==> src/logic/mdmc_pkg.sv <==
package mdmc_pkg;

  // ----------------------------------------------------------
  // operation and controller encodings
  // ----------------------------------------------------------

  typedef enum logic [1:0] {
    OP_IDLE = 2'd0,                     // no transform running
    OP_NTT  = 2'd1,                     // forward, bit-reversed operands
    OP_INTT = 2'd2                      // inverse, natural order
  } op_mode_e;

  typedef enum logic [1:0] {
    ST_IDLE = 2'd0,
    ST_RUN  = 2'd1,                     // stages in flight
    ST_DONE = 2'd2                      // done pulse cycle
  } seq_state_e;

  // ----------------------------------------------------------
  // address map
  // ----------------------------------------------------------

  localparam int ADDR_W          = 32;  // bus address width
  localparam int BASE_W          = 8;   // buffer base, top byte of address
  localparam int WORD_BYTES_LOG2 = 2;   // 32-bit coefficient words

  typedef logic [ADDR_W-1:0] addr_t;

endpackage
==> src/logic/ntt_addr_seq.sv <==
module ntt_addr_seq
  import mdmc_pkg::*;
#(
  parameter int POLY_DEG_MAX = 64,
  parameter int BFLY_LAT     = 4
) (
  input  logic                                        hclk,
  input  logic                                        hresetn,
  input  logic                                        trig_ntt,
  input  logic                                        trig_intt,
  input  logic [$clog2($clog2(POLY_DEG_MAX)+1)-1:0]   poly_log2,
  input  logic [BASE_W-1:0]                           base_addr_a,
  input  logic [BASE_W-1:0]                           base_addr_b,
  input  logic [BASE_W-1:0]                           base_addr_t,
  output logic                                        rd_valid,
  output addr_t                                       rd_addr_lo,
  output addr_t                                       rd_addr_hi,
  output addr_t                                       rd_addr_tw,
  output logic                                        wr_valid,
  output addr_t                                       wr_addr_lo,
  output addr_t                                       wr_addr_hi,
  output op_mode_e                                    mode,
  output logic                                        ntt_done,
  output logic                                        intt_done
);

  localparam int IDX_W = $clog2(POLY_DEG_MAX);
  localparam int LOG_W = $clog2(IDX_W + 1);

  logic             start;
  logic             seq_end;
  op_mode_e         run_mode;
  logic [LOG_W-1:0] run_log2;

  logic             bf_valid;       // generator to bit reversal
  logic [IDX_W-1:0] bf_lo;
  logic [IDX_W-1:0] bf_hi;
  logic [IDX_W-1:0] bf_tw;
  logic             bf_odd;
  op_mode_e         bf_mode;
  logic [LOG_W-1:0] bf_log2;

  logic             br_valid;       // bit reversal to address stage
  logic [IDX_W-1:0] br_lo;
  logic [IDX_W-1:0] br_hi;
  logic [IDX_W-1:0] br_tw;
  logic             br_odd;

  logic             iss_valid;
  addr_t            iss_wr_lo;
  addr_t            iss_wr_hi;

  assign mode = run_mode;

  ntt_op_ctrl #(.POLY_DEG_MAX(POLY_DEG_MAX)) ntt_op_ctrl_i (
    .hclk(hclk), .hresetn(hresetn), .trig_ntt(trig_ntt), .trig_intt(trig_intt),
    .poly_log2(poly_log2), .seq_end(seq_end), .start(start), .run_mode(run_mode),
    .run_log2(run_log2), .ntt_done(ntt_done), .intt_done(intt_done)
  );

  bfly_index_gen #(.POLY_DEG_MAX(POLY_DEG_MAX), .BFLY_LAT(BFLY_LAT)) bfly_index_gen_i (
    .hclk(hclk), .hresetn(hresetn), .start(start), .run_mode(run_mode),
    .run_log2(run_log2), .bf_valid(bf_valid), .idx_lo(bf_lo), .idx_hi(bf_hi),
    .idx_tw(bf_tw), .stage_odd(bf_odd), .bf_mode(bf_mode), .bf_log2(bf_log2),
    .seq_end(seq_end)
  );

  bitrev_map #(.POLY_DEG_MAX(POLY_DEG_MAX)) bitrev_map_i (
    .hclk(hclk), .hresetn(hresetn), .in_valid(bf_valid), .in_lo(bf_lo), .in_hi(bf_hi),
    .in_tw(bf_tw), .in_odd(bf_odd), .in_mode(bf_mode), .in_log2(bf_log2),
    .out_valid(br_valid), .out_lo(br_lo), .out_hi(br_hi), .out_tw(br_tw),
    .out_odd(br_odd)
  );

  mem_addr_issue #(.POLY_DEG_MAX(POLY_DEG_MAX)) mem_addr_issue_i (
    .hclk(hclk), .hresetn(hresetn), .in_valid(br_valid), .in_lo(br_lo), .in_hi(br_hi),
    .in_tw(br_tw), .in_odd(br_odd), .base_addr_a(base_addr_a),
    .base_addr_b(base_addr_b), .base_addr_t(base_addr_t), .rd_valid(rd_valid),
    .rd_addr_lo(rd_addr_lo), .rd_addr_hi(rd_addr_hi), .rd_addr_tw(rd_addr_tw),
    .iss_valid(iss_valid), .iss_wr_lo(iss_wr_lo), .iss_wr_hi(iss_wr_hi)
  );

  writeback_delay #(.BFLY_LAT(BFLY_LAT)) writeback_delay_i (
    .hclk(hclk), .hresetn(hresetn), .in_valid(iss_valid), .in_lo(iss_wr_lo),
    .in_hi(iss_wr_hi), .wr_valid(wr_valid), .wr_addr_lo(wr_addr_lo),
    .wr_addr_hi(wr_addr_hi)
  );

endmodule

==> src/logic/writeback_delay.sv <==
module writeback_delay
  import mdmc_pkg::*;
#(
  parameter int BFLY_LAT = 4
) (
  input  logic  hclk,
  input  logic  hresetn,
  input  logic  in_valid,
  input  addr_t in_lo,
  input  addr_t in_hi,
  output logic  wr_valid,
  output addr_t wr_addr_lo,
  output addr_t wr_addr_hi
);

  logic [BFLY_LAT-1:0] vld_sr;
  addr_t               lo_sr [BFLY_LAT];
  addr_t               hi_sr [BFLY_LAT];

  // ----------------------------------------------------------
  // one slot per cycle of butterfly latency
  // ----------------------------------------------------------

  always_ff @(posedge hclk or negedge hresetn) begin
    if (!hresetn) begin
      vld_sr <= '0;
    end else begin
      vld_sr[0] <= in_valid;
      for (int i = 1; i < BFLY_LAT; i++) begin
        vld_sr[i] <= vld_sr[i-1];
      end
    end
  end

  always_ff @(posedge hclk) begin
    lo_sr[0] <= in_lo;
    hi_sr[0] <= in_hi;
    for (int i = 1; i < BFLY_LAT; i++) begin
      lo_sr[i] <= lo_sr[i-1];
      hi_sr[i] <= hi_sr[i-1];
    end
  end

  assign wr_valid   = vld_sr[BFLY_LAT-1];
  assign wr_addr_lo = lo_sr[BFLY_LAT-1];   // oldest pair in flight
  assign wr_addr_hi = hi_sr[BFLY_LAT-1];

endmodule

==> src/logic/mem_addr_issue.sv <==
module mem_addr_issue
  import mdmc_pkg::*;
#(
  parameter int POLY_DEG_MAX = 64
) (
  input  logic                            hclk,
  input  logic                            hresetn,
  input  logic                            in_valid,
  input  logic [$clog2(POLY_DEG_MAX)-1:0] in_lo,
  input  logic [$clog2(POLY_DEG_MAX)-1:0] in_hi,
  input  logic [$clog2(POLY_DEG_MAX)-1:0] in_tw,
  input  logic                            in_odd,
  input  logic [BASE_W-1:0]               base_addr_a,
  input  logic [BASE_W-1:0]               base_addr_b,
  input  logic [BASE_W-1:0]               base_addr_t,
  output logic                            rd_valid,
  output addr_t                           rd_addr_lo,
  output addr_t                           rd_addr_hi,
  output addr_t                           rd_addr_tw,
  output logic                            iss_valid,
  output addr_t                           iss_wr_lo,
  output addr_t                           iss_wr_hi
);

  localparam int IDX_W = $clog2(POLY_DEG_MAX);

  logic [BASE_W-1:0] rd_base;
  logic [BASE_W-1:0] wr_base;

  // base in the top byte, word index scaled to bytes
  function automatic addr_t form_addr(input logic [BASE_W-1:0] base,
                                      input logic [IDX_W-1:0]  idx);
    return (addr_t'(base) << (ADDR_W - BASE_W)) | (addr_t'(idx) << WORD_BYTES_LOG2);
  endfunction

  // ----------------------------------------------------------
  // ping-pong by stage parity
  // ----------------------------------------------------------

  assign rd_base = in_odd ? base_addr_b : base_addr_a;
  assign wr_base = in_odd ? base_addr_a : base_addr_b;

  always_ff @(posedge hclk or negedge hresetn) begin
    if (!hresetn) begin
      rd_valid  <= 1'b0;
      iss_valid <= 1'b0;
    end else begin
      rd_valid  <= in_valid;
      iss_valid <= in_valid;            // write pair enters the delay line
    end
  end

  always_ff @(posedge hclk) begin
    rd_addr_lo <= form_addr(rd_base, in_lo);
    rd_addr_hi <= form_addr(rd_base, in_hi);
    rd_addr_tw <= form_addr(base_addr_t, in_tw);
    iss_wr_lo  <= form_addr(wr_base, in_lo);
    iss_wr_hi  <= form_addr(wr_base, in_hi);
  end

  a_rd_pair_distinct: assert property (@(posedge hclk) disable iff (!hresetn)
    rd_valid |-> (rd_addr_lo != rd_addr_hi))
    else $error("butterfly reads the same address twice");

endmodule

==> src/logic/bitrev_map.sv <==
module bitrev_map
  import mdmc_pkg::*;
#(
  parameter int POLY_DEG_MAX = 64
) (
  input  logic                                        hclk,
  input  logic                                        hresetn,
  input  logic                                        in_valid,
  input  logic [$clog2(POLY_DEG_MAX)-1:0]             in_lo,
  input  logic [$clog2(POLY_DEG_MAX)-1:0]             in_hi,
  input  logic [$clog2(POLY_DEG_MAX)-1:0]             in_tw,
  input  logic                                        in_odd,
  input  op_mode_e                                    in_mode,
  input  logic [$clog2($clog2(POLY_DEG_MAX)+1)-1:0]   in_log2,
  output logic                                        out_valid,
  output logic [$clog2(POLY_DEG_MAX)-1:0]             out_lo,
  output logic [$clog2(POLY_DEG_MAX)-1:0]             out_hi,
  output logic [$clog2(POLY_DEG_MAX)-1:0]             out_tw,
  output logic                                        out_odd
);

  localparam int IDX_W = $clog2(POLY_DEG_MAX);
  localparam int LOG_W = $clog2(IDX_W + 1);

  // reverse the full word, then drop the bits above log2 N
  function automatic logic [IDX_W-1:0] rev_low(input logic [IDX_W-1:0] v,
                                               input logic [LOG_W-1:0] n_bits);
    logic [IDX_W-1:0] r;
    for (int i = 0; i < IDX_W; i++) begin
      r[IDX_W-1-i] = v[i];
    end
    return r >> (IDX_W - n_bits);
  endfunction

  always_ff @(posedge hclk or negedge hresetn) begin
    if (!hresetn) begin
      out_valid <= 1'b0;
    end else begin
      out_valid <= in_valid;
    end
  end

  always_ff @(posedge hclk) begin
    if (in_mode == OP_NTT) begin
      out_lo <= rev_low(in_lo, in_log2);   // forward transform only
      out_hi <= rev_low(in_hi, in_log2);
    end else begin
      out_lo <= in_lo;
      out_hi <= in_hi;
    end
    out_tw  <= in_tw;                      // twiddle stays natural
    out_odd <= in_odd;
  end

  // reversal is only faithful for indices below N
  a_idx_in_range: assert property (@(posedge hclk) disable iff (!hresetn)
    in_valid |-> (32'(in_lo) < (32'd1 << in_log2)) &&
                 (32'(in_hi) < (32'd1 << in_log2)))
    else $error("index beyond polynomial length before remap");

endmodule

==> src/logic/bfly_index_gen.sv <==
module bfly_index_gen
  import mdmc_pkg::*;
#(
  parameter int POLY_DEG_MAX = 64,
  parameter int BFLY_LAT     = 4
) (
  input  logic                                        hclk,
  input  logic                                        hresetn,
  input  logic                                        start,
  input  op_mode_e                                    run_mode,
  input  logic [$clog2($clog2(POLY_DEG_MAX)+1)-1:0]   run_log2,
  output logic                                        bf_valid,
  output logic [$clog2(POLY_DEG_MAX)-1:0]             idx_lo,
  output logic [$clog2(POLY_DEG_MAX)-1:0]             idx_hi,
  output logic [$clog2(POLY_DEG_MAX)-1:0]             idx_tw,
  output logic                                        stage_odd,
  output op_mode_e                                    bf_mode,
  output logic [$clog2($clog2(POLY_DEG_MAX)+1)-1:0]   bf_log2,
  output logic                                        seq_end
);

  localparam int IDX_W     = $clog2(POLY_DEG_MAX);
  localparam int LOG_W     = $clog2(IDX_W + 1);
  localparam int DRAIN_CYC = 2 + BFLY_LAT;          // last write lands before next read
  localparam int DRN_W     = $clog2(DRAIN_CYC + 1);

  logic             issuing;
  logic             draining;
  logic [DRN_W-1:0] drain_cnt;
  logic [LOG_W-1:0] stage;
  logic [IDX_W-1:0] grp;
  logic [IDX_W-1:0] j_cnt;
  logic [IDX_W-1:0] tw_cnt;
  logic [IDX_W-1:0] stride;

  logic [LOG_W-1:0] c_stage;
  logic [IDX_W-1:0] c_grp;
  logic [IDX_W-1:0] c_j;
  logic [IDX_W-1:0] c_tw;
  logic [IDX_W-1:0] c_stride;
  logic [IDX_W-1:0] half;
  logic [IDX_W-1:0] n_m1;
  logic [IDX_W-1:0] c_lo;
  logic [IDX_W-1:0] c_hi;
  logic             emit;
  logic             last_in_grp;
  logic             last_in_stage;

  // ----------------------------------------------------------
  // current butterfly
  // ----------------------------------------------------------

  // start issues butterfly 0 of stage 0 in the same cycle
  always_comb begin
    if (start) begin
      c_stage  = '0;
      c_grp    = '0;
      c_j      = '0;
      c_tw     = '0;
      c_stride = IDX_W'(1) << (run_log2 - 1'b1);   // N/2
    end else begin
      c_stage  = stage;
      c_grp    = grp;
      c_j      = j_cnt;
      c_tw     = tw_cnt;
      c_stride = stride;
    end
  end

  assign emit          = start | issuing;
  assign half          = IDX_W'(1) << c_stage;
  assign n_m1          = IDX_W'((1 << run_log2) - 1);
  assign c_lo          = IDX_W'(c_grp << (c_stage + 1'b1)) | c_j;
  assign c_hi          = c_lo | half;                  // bit s of lo is always clear
  assign last_in_grp   = (c_j == half - 1'b1);
  assign last_in_stage = (c_hi == n_m1);               // only the final pair reaches N-1

  // ----------------------------------------------------------
  // counters and drain
  // ----------------------------------------------------------

  always_ff @(posedge hclk or negedge hresetn) begin
    if (!hresetn) begin
      issuing   <= 1'b0;
      draining  <= 1'b0;
      drain_cnt <= '0;
      stage     <= '0;
      grp       <= '0;
      j_cnt     <= '0;
      tw_cnt    <= '0;
      stride    <= '0;
      bf_valid  <= 1'b0;
      seq_end   <= 1'b0;
    end else begin
      seq_end  <= 1'b0;
      bf_valid <= emit;
      if (emit) begin
        if (last_in_stage) begin
          issuing   <= 1'b0;
          draining  <= 1'b1;
          drain_cnt <= '0;
          stage     <= c_stage + 1'b1;
          grp       <= '0;
          j_cnt     <= '0;
          tw_cnt    <= '0;
          stride    <= c_stride >> 1;                  // twiddle step halves
        end else if (last_in_grp) begin
          issuing <= 1'b1;
          stage   <= c_stage;
          grp     <= c_grp + 1'b1;
          j_cnt   <= '0;
          tw_cnt  <= '0;
          stride  <= c_stride;
        end else begin
          issuing <= 1'b1;
          stage   <= c_stage;
          grp     <= c_grp;
          j_cnt   <= c_j + 1'b1;
          tw_cnt  <= c_tw + c_stride;
          stride  <= c_stride;
        end
      end else if (draining) begin
        if (drain_cnt == DRN_W'(DRAIN_CYC - 1)) begin
          draining <= 1'b0;
          if (stage == run_log2) begin
            seq_end <= 1'b1;                           // all stages written
          end else begin
            issuing <= 1'b1;
          end
        end else begin
          drain_cnt <= drain_cnt + 1'b1;
        end
      end
    end
  end

  always_ff @(posedge hclk) begin
    if (emit) begin
      idx_lo    <= c_lo;
      idx_hi    <= c_hi;
      idx_tw    <= c_tw;
      stage_odd <= c_stage[0];          // picks the ping-pong buffer
      bf_mode   <= run_mode;
      bf_log2   <= run_log2;
    end
  end

  a_hi_in_range: assert property (@(posedge hclk) disable iff (!hresetn)
    bf_valid |-> (32'(idx_hi) < (32'd1 << bf_log2)))
    else $error("idx_hi beyond polynomial length");

endmodule

==> src/logic/ntt_op_ctrl.sv <==
module ntt_op_ctrl
  import mdmc_pkg::*;
#(
  parameter int POLY_DEG_MAX = 64
) (
  input  logic                                        hclk,
  input  logic                                        hresetn,
  input  logic                                        trig_ntt,
  input  logic                                        trig_intt,
  input  logic [$clog2($clog2(POLY_DEG_MAX)+1)-1:0]   poly_log2,
  input  logic                                        seq_end,
  output logic                                        start,
  output op_mode_e                                    run_mode,
  output logic [$clog2($clog2(POLY_DEG_MAX)+1)-1:0]   run_log2,
  output logic                                        ntt_done,
  output logic                                        intt_done
);

  seq_state_e state;

  // ----------------------------------------------------------
  // run FSM
  // ----------------------------------------------------------

  always_ff @(posedge hclk or negedge hresetn) begin
    if (!hresetn) begin
      state     <= ST_IDLE;
      run_mode  <= OP_IDLE;
      run_log2  <= '0;
      start     <= 1'b0;
      ntt_done  <= 1'b0;
      intt_done <= 1'b0;
    end else begin
      start     <= 1'b0;                // pulses by default
      ntt_done  <= 1'b0;
      intt_done <= 1'b0;
      case (state)
        ST_IDLE: begin
          if (trig_ntt || trig_intt) begin
            run_mode <= trig_ntt ? OP_NTT : OP_INTT;   // ntt wins a tie
            run_log2 <= poly_log2;                     // length fixed for the run
            start    <= 1'b1;
            state    <= ST_RUN;
          end
        end
        ST_RUN: begin
          if (seq_end) begin                           // last stage drained
            ntt_done  <= (run_mode == OP_NTT);
            intt_done <= (run_mode == OP_INTT);
            state     <= ST_DONE;
          end
        end
        ST_DONE: begin
          run_mode <= OP_IDLE;          // mode drops after the pulse
          state    <= ST_IDLE;
        end
        default: begin
          state <= ST_IDLE;
        end
      endcase
    end
  end

  // the generator only ends a run that is in progress
  a_end_in_run: assert property (@(posedge hclk) disable iff (!hresetn)
    seq_end |-> (state == ST_RUN))
    else $error("seq_end outside a run");

endmodule

==> config.mk <==
export PLATFORM = sky130hd
export DESIGN_NAME = ntt_addr_seq
export DESIGN_NICKNAME = d
export VERILOG_FILES = /design/src/logic/mdmc_pkg.sv /design/src/logic/ntt_addr_seq.sv /design/src/logic/writeback_delay.sv /design/src/logic/mem_addr_issue.sv /design/src/logic/bitrev_map.sv /design/src/logic/bfly_index_gen.sv /design/src/logic/ntt_op_ctrl.sv
export SDC_FILE = /design/constraint.sdc
export NUM_CORES = 1
export LEC_CHECK = 0
export ABC_CLOCK_PERIOD_IN_PS = 4940
export BUFFER_PORTS_ARGS = -buffer_cell sky130_fd_sc_hd__buf_2
export CAP_MARGIN = 20
export CORE_ASPECT_RATIO = 0.6
export CORE_MARGIN = 10
export CORE_UTILIZATION = 54
export DETAILED_ROUTE_END_ITERATION = 7
export GPL_ROUTABILITY_DRIVEN = 0
export PLACE_DENSITY = 0.85
export RECOVER_POWER = 50
export SLEW_MARGIN = 20
export SYNTH_ARGS = -nofsm -noshare
export SYNTH_HDL_FRONTEND = slang
export SYNTH_SLANG_ARGS = --single-unit
export TNS_END_PERCENT = 50
==> constraint.sdc <==
create_clock -name hclk -period 4.94 [get_ports hclk]
set_clock_uncertainty 0.1 [all_clocks]
set_input_delay 0.988 -clock hclk [delete_from_list [all_inputs] [get_ports hclk]]
set_output_delay 0.988 -clock hclk [all_outputs]
set_load 0.05 [all_outputs]
==> impl_metrics.xml <==
<?xml version="1.0" encoding="UTF-8"?>
<metrics>
  <group name="run_status">
    <metric name="run_status" unit="">finished with violations</metric>
    <metric name="failed_checks" unit="">capacitance limit, slew limit</metric>
  </group>
  <group name="grt">
    <metric name="grt_antenna_before_repair" unit="">0</metric>
    <metric name="gr-usage-met2" unit="%">25.9</metric>
    <metric name="grt_max_degree" unit="">51</metric>
    <metric name="grt_first_pass_wirelength" unit="mm">28.5</metric>
    <metric name="met3_resource_use_gr" unit="%">4.91</metric>
    <metric name="top_usage_layer" unit="">met2</metric>
    <metric name="gr-total-overflow" unit="">0</metric>
    <metric name="grtUsageTotal" unit="%">16.2</metric>
    <metric name="first_global_vias" unit="">5327</metric>
    <metric name="met1_usage" unit="%">21.5</metric>
  </group>
  <group name="clock_tree">
    <metric name="insertion_delay" unit="ns">0.49</metric>
    <metric name="cts_inserted_buffers" unit="">19</metric>
    <metric name="cts_setup_buffers" unit="">0</metric>
    <metric name="cts_max_path_buffers" unit="">3</metric>
    <metric name="cts.repair.resized" unit="">0</metric>
    <metric name="cts_max_level" unit="">1</metric>
    <metric name="ctsRootBufferMaster" unit="">clkbuf_16</metric>
    <metric name="clock_sinks" unit="">215</metric>
    <metric name="cts.clk_slew.worst_paths" unit="ns">0.07</metric>
    <metric name="number_of_hold_repair_buffers_added_at_the_cts_stage" unit="">0</metric>
    <metric name="cts_tree" unit="">built</metric>
  </group>
  <group name="worst_setup_path">
    <metric name="crit_path_required_time" unit="ns">5.23</metric>
    <metric name="worstPathMaxFanout" unit="">29</metric>
    <metric name="path_class" unit="">flop to flop</metric>
    <metric name="timing.critical_path.from_type" unit="">flop</metric>
    <metric name="critical_path.endpoint_type" unit="">flop</metric>
    <metric name="worst_ep_arrival_time" unit="ns">4.60</metric>
  </group>
  <group name="timing">
    <metric name="hold_violations" unit="">0</metric>
    <metric name="timing_worst_slew_pin_value" unit="ns">2.76</metric>
    <metric name="totalNegativeSetupSlack" unit="ns">0</metric>
    <metric name="timing.final.setup_violations" unit="">0</metric>
    <metric name="achievable-frequency" unit="MHz">232</metric>
    <metric name="min_period_over_period" unit="%">87.4</metric>
    <metric name="timing.final.max_slew_violations" unit="">51</metric>
    <metric name="final_period_minus_worst_setup_slack" unit="ns">4.32</metric>
    <metric name="slew-limit-headroom" unit="%">-84.0</metric>
    <metric name="unrepaired_setup_endpoints_after_global_routing" unit="">no</metric>
    <metric name="final.hold.worst_slack" unit="ns">0.223</metric>
  </group>
  <group name="pwr">
    <metric name="power.total" unit="uW">7660</metric>
    <metric name="power_density" unit="nW/um^2">834</metric>
    <metric name="total_leakage_power" unit="uW">0.00421</metric>
    <metric name="vdd_ir_drop_max" unit="mV">0.544</metric>
  </group>
  <group name="routing">
    <metric name="drt_drc_violations_left" unit="">0</metric>
    <metric name="viasPerCell" unit="">5.14</metric>
    <metric name="final_antenna_net_count" unit="">0</metric>
    <metric name="via_count" unit="">5482</metric>
    <metric name="detail_route.wl_per_cell" unit="um">17.1</metric>
    <metric name="first_iter_violations" unit="">527</metric>
    <metric name="detailedRoute.firstPassIterationCount" unit="">7</metric>
    <metric name="detail_route.wirelength" unit="mm">18.3</metric>
  </group>
  <group name="layout">
    <metric name="num_antenna_cells" unit="">0</metric>
    <metric name="most_common_cell_after_layout_fill_and_taps_aside" unit="">dfxtp_1</metric>
    <metric name="most-common-layout-cells" unit="">dfxtp_1 (141), buf_2 (104), conb_1 (90), nand2_1 (61), dfrtp_1 (50)</metric>
    <metric name="area_growth_syn_to_layout" unit="%">8.74</metric>
    <metric name="nNetsFinal" unit="">898</metric>
    <metric name="drive_above_1_share" unit="%">19.2</metric>
  </group>
  <group name="yosys">
    <metric name="ys_top_cells_by_area" unit="">dfxtp_1 (33%), dfrtp_1 (15%), buf_4 (10%), edfxtp_1 (8.5%), nand2_1 (2.7%)</metric>
    <metric name="simple_logic_cell_fraction_of_the_synthesized_area" unit="%">10.0</metric>
    <metric name="adder_cell_share_of_the_synthesized_area" unit="%">2.61</metric>
    <metric name="ys_types" unit="">71</metric>
    <metric name="seq_area_frac_synth" unit="%">56.8</metric>
    <metric name="area_share_of_the_largest_cell_type_after_synthesis" unit="%">33.4</metric>
    <metric name="synth_top_cell_by_area" unit="">dfxtp_1</metric>
    <metric name="yosys_warnings" unit="">0</metric>
    <metric name="netlist_instances" unit="">772</metric>
    <metric name="post_synth_instance_area" unit="um^2">8450</metric>
    <metric name="commonest_register_cell_after_synthesis" unit="">dfxtp_1</metric>
    <metric name="synthesis.area_per_instance" unit="um^2">10.9</metric>
    <metric name="synth_xor_area_share" unit="%">1.97</metric>
    <metric name="postSynth.asyncResetShare" unit="%">23.3</metric>
    <metric name="synth_compound_area_share" unit="%">10.4</metric>
    <metric name="main_combinational_cell_family_by_area_after_synthesis" unit="">buffers and inverters</metric>
    <metric name="edff_count_synth" unit="">24</metric>
    <metric name="synthMuxAreaShare" unit="%">4.84</metric>
    <metric name="synth_register_bits" unit="">215</metric>
  </group>
  <group name="die">
    <metric name="floorplan.initialDensity" unit="%">55.1</metric>
    <metric name="die_width" unit="um">181</metric>
    <metric name="placementRows" unit="">35</metric>
    <metric name="floorplan.core_area" unit="um^2">15300</metric>
    <metric name="ios" unit="">197</metric>
    <metric name="floorplan.die_area" unit="um^2">21200</metric>
    <metric name="dieHeight" unit="um">117</metric>
  </group>
  <group name="hold_path">
    <metric name="hp-class" unit="">flop to flop</metric>
  </group>
  <group name="placed_design">
    <metric name="dp.final_hpwl" unit="mm">13.0</metric>
    <metric name="place.port_buffers" unit="">106</metric>
  </group>
  <group name="run">
    <metric name="max_cap_check_violation_count" unit="">1</metric>
  </group>
</metrics>
state kept, by name, indices dropped and copies added, names as in the netlist, 8 cells and up:
register                     flops
mem_addr_issue_i.rd_addr_hi      8
mem_addr_issue_i.rd_addr_tw     14
mem_addr_issue_i.iss_wr_hi      14
writeback_delay_i.hi_sr         46
writeback_delay_i.lo_sr         34
cell type report:
class,instances,area (um^2)
repair buffers,114,581
fillers,1241,6140
clock buffers,25,508
clock inverters,9,52.6
inverters,32,120
well taps,203,254
multi-input cells,468,2880
flip-flops and latches,215,4790
critical path: stages (launching register included):
cell and delay (ns):
dfrtp_1 0.76, nand2_1 0.25, ha_1 0.51, and4b_1 0.26
o41ai_1 0.38, a22oi_1 0.20, xnor2_1 0.30, nor4_1 0.13
o31ai_4 0.27, buf_4 0.37, nand2_1 0.32, o31ai_1 0.35
power by group:
group | total (uW) | internal (uW) | leakage, uW | switching, uW
clock network | 1360 | 733 | 0.000273 | 630
registers | 3020 | 2570 | 0.00201 | 443
logic | 3280 | 1010 | 0.00192 | 2270
total | 7660 | 4310 | 0.00421 | 3340
cells in the mapped netlist, types with 7 or more instances:
cell and n:
o21ai_1 12, dfxtp_1 141, nand3_1 10, nor2_1 27, xor2_1 11, a21oi_1 31, nand2_1 61, buf_2 11
nand2b_1 7, edfxtp_1 24, nor2b_1 16, o31ai_1 8, o21ai_0 33, clkbuf_1 18, inv_1 30, dfrtp_1 50
mux2i_1 15, buf_4 114, mux2_2 20, ha_1 16, xnor2_1 8, nor3_1 9
final timing paths:
kind                                      startpoint                              to  slack, ns  depth (start not counted)
min in group asynchronous                    hresetn       bfly_index_gen_i.j_cnt[3]       1.37                          2
max in group asynchronous                    hresetn      bfly_index_gen_i.tw_cnt[3]       1.79                          2
min                           bitrev_map_i.out_tw[0]  mem_addr_issue_i.rd_addr_tw[2]       0.22                          0
min reg2reg                   bitrev_map_i.out_tw[0]  mem_addr_issue_i.rd_addr_tw[2]       0.22                          0
max reg2reg                bfly_index_gen_i.stage[0]      bfly_index_gen_i.tw_cnt[4]       0.62                         11
max                        bfly_index_gen_i.stage[0]      bfly_index_gen_i.tw_cnt[4]       0.62                         11
through the flow:
stage | setup slack, ns | util, % | std cells | instance area [um^2]
5_1_grt | 0.403 | 59.9 | 1066 | 9190
2_1_floorplan | 1.09 | - | 861 | 8780
4_1_cts | 0.695 | 60.0 | 1066 | 9200
3_3_place_gp | 0.881 | 56.3 | 1032 | 8630
3_5_place_dp | 0.704 | 56.3 | 1032 | 8630
6_report | 0.621 | 59.9 | 1066 | 9190
layer usage:
metal	wire length [um]	share of wire, %
met2	8580	47
met1	7450	41
met5	0	0
met4	262	1.4
met3	1970	11
logic make-up after synthesis:
kind of cell             after synthesis
AND/OR/NAND/NOR                      167
adder cells (fa/ha/maj)               17
buffers and inverters                178
flip-flops                           215
XOR/XNOR                              19
AO/OA/AOI/OAI                        138
other                                  1
multiplexers                          37
Note: power is estimated with default switching activity, not from simulation.
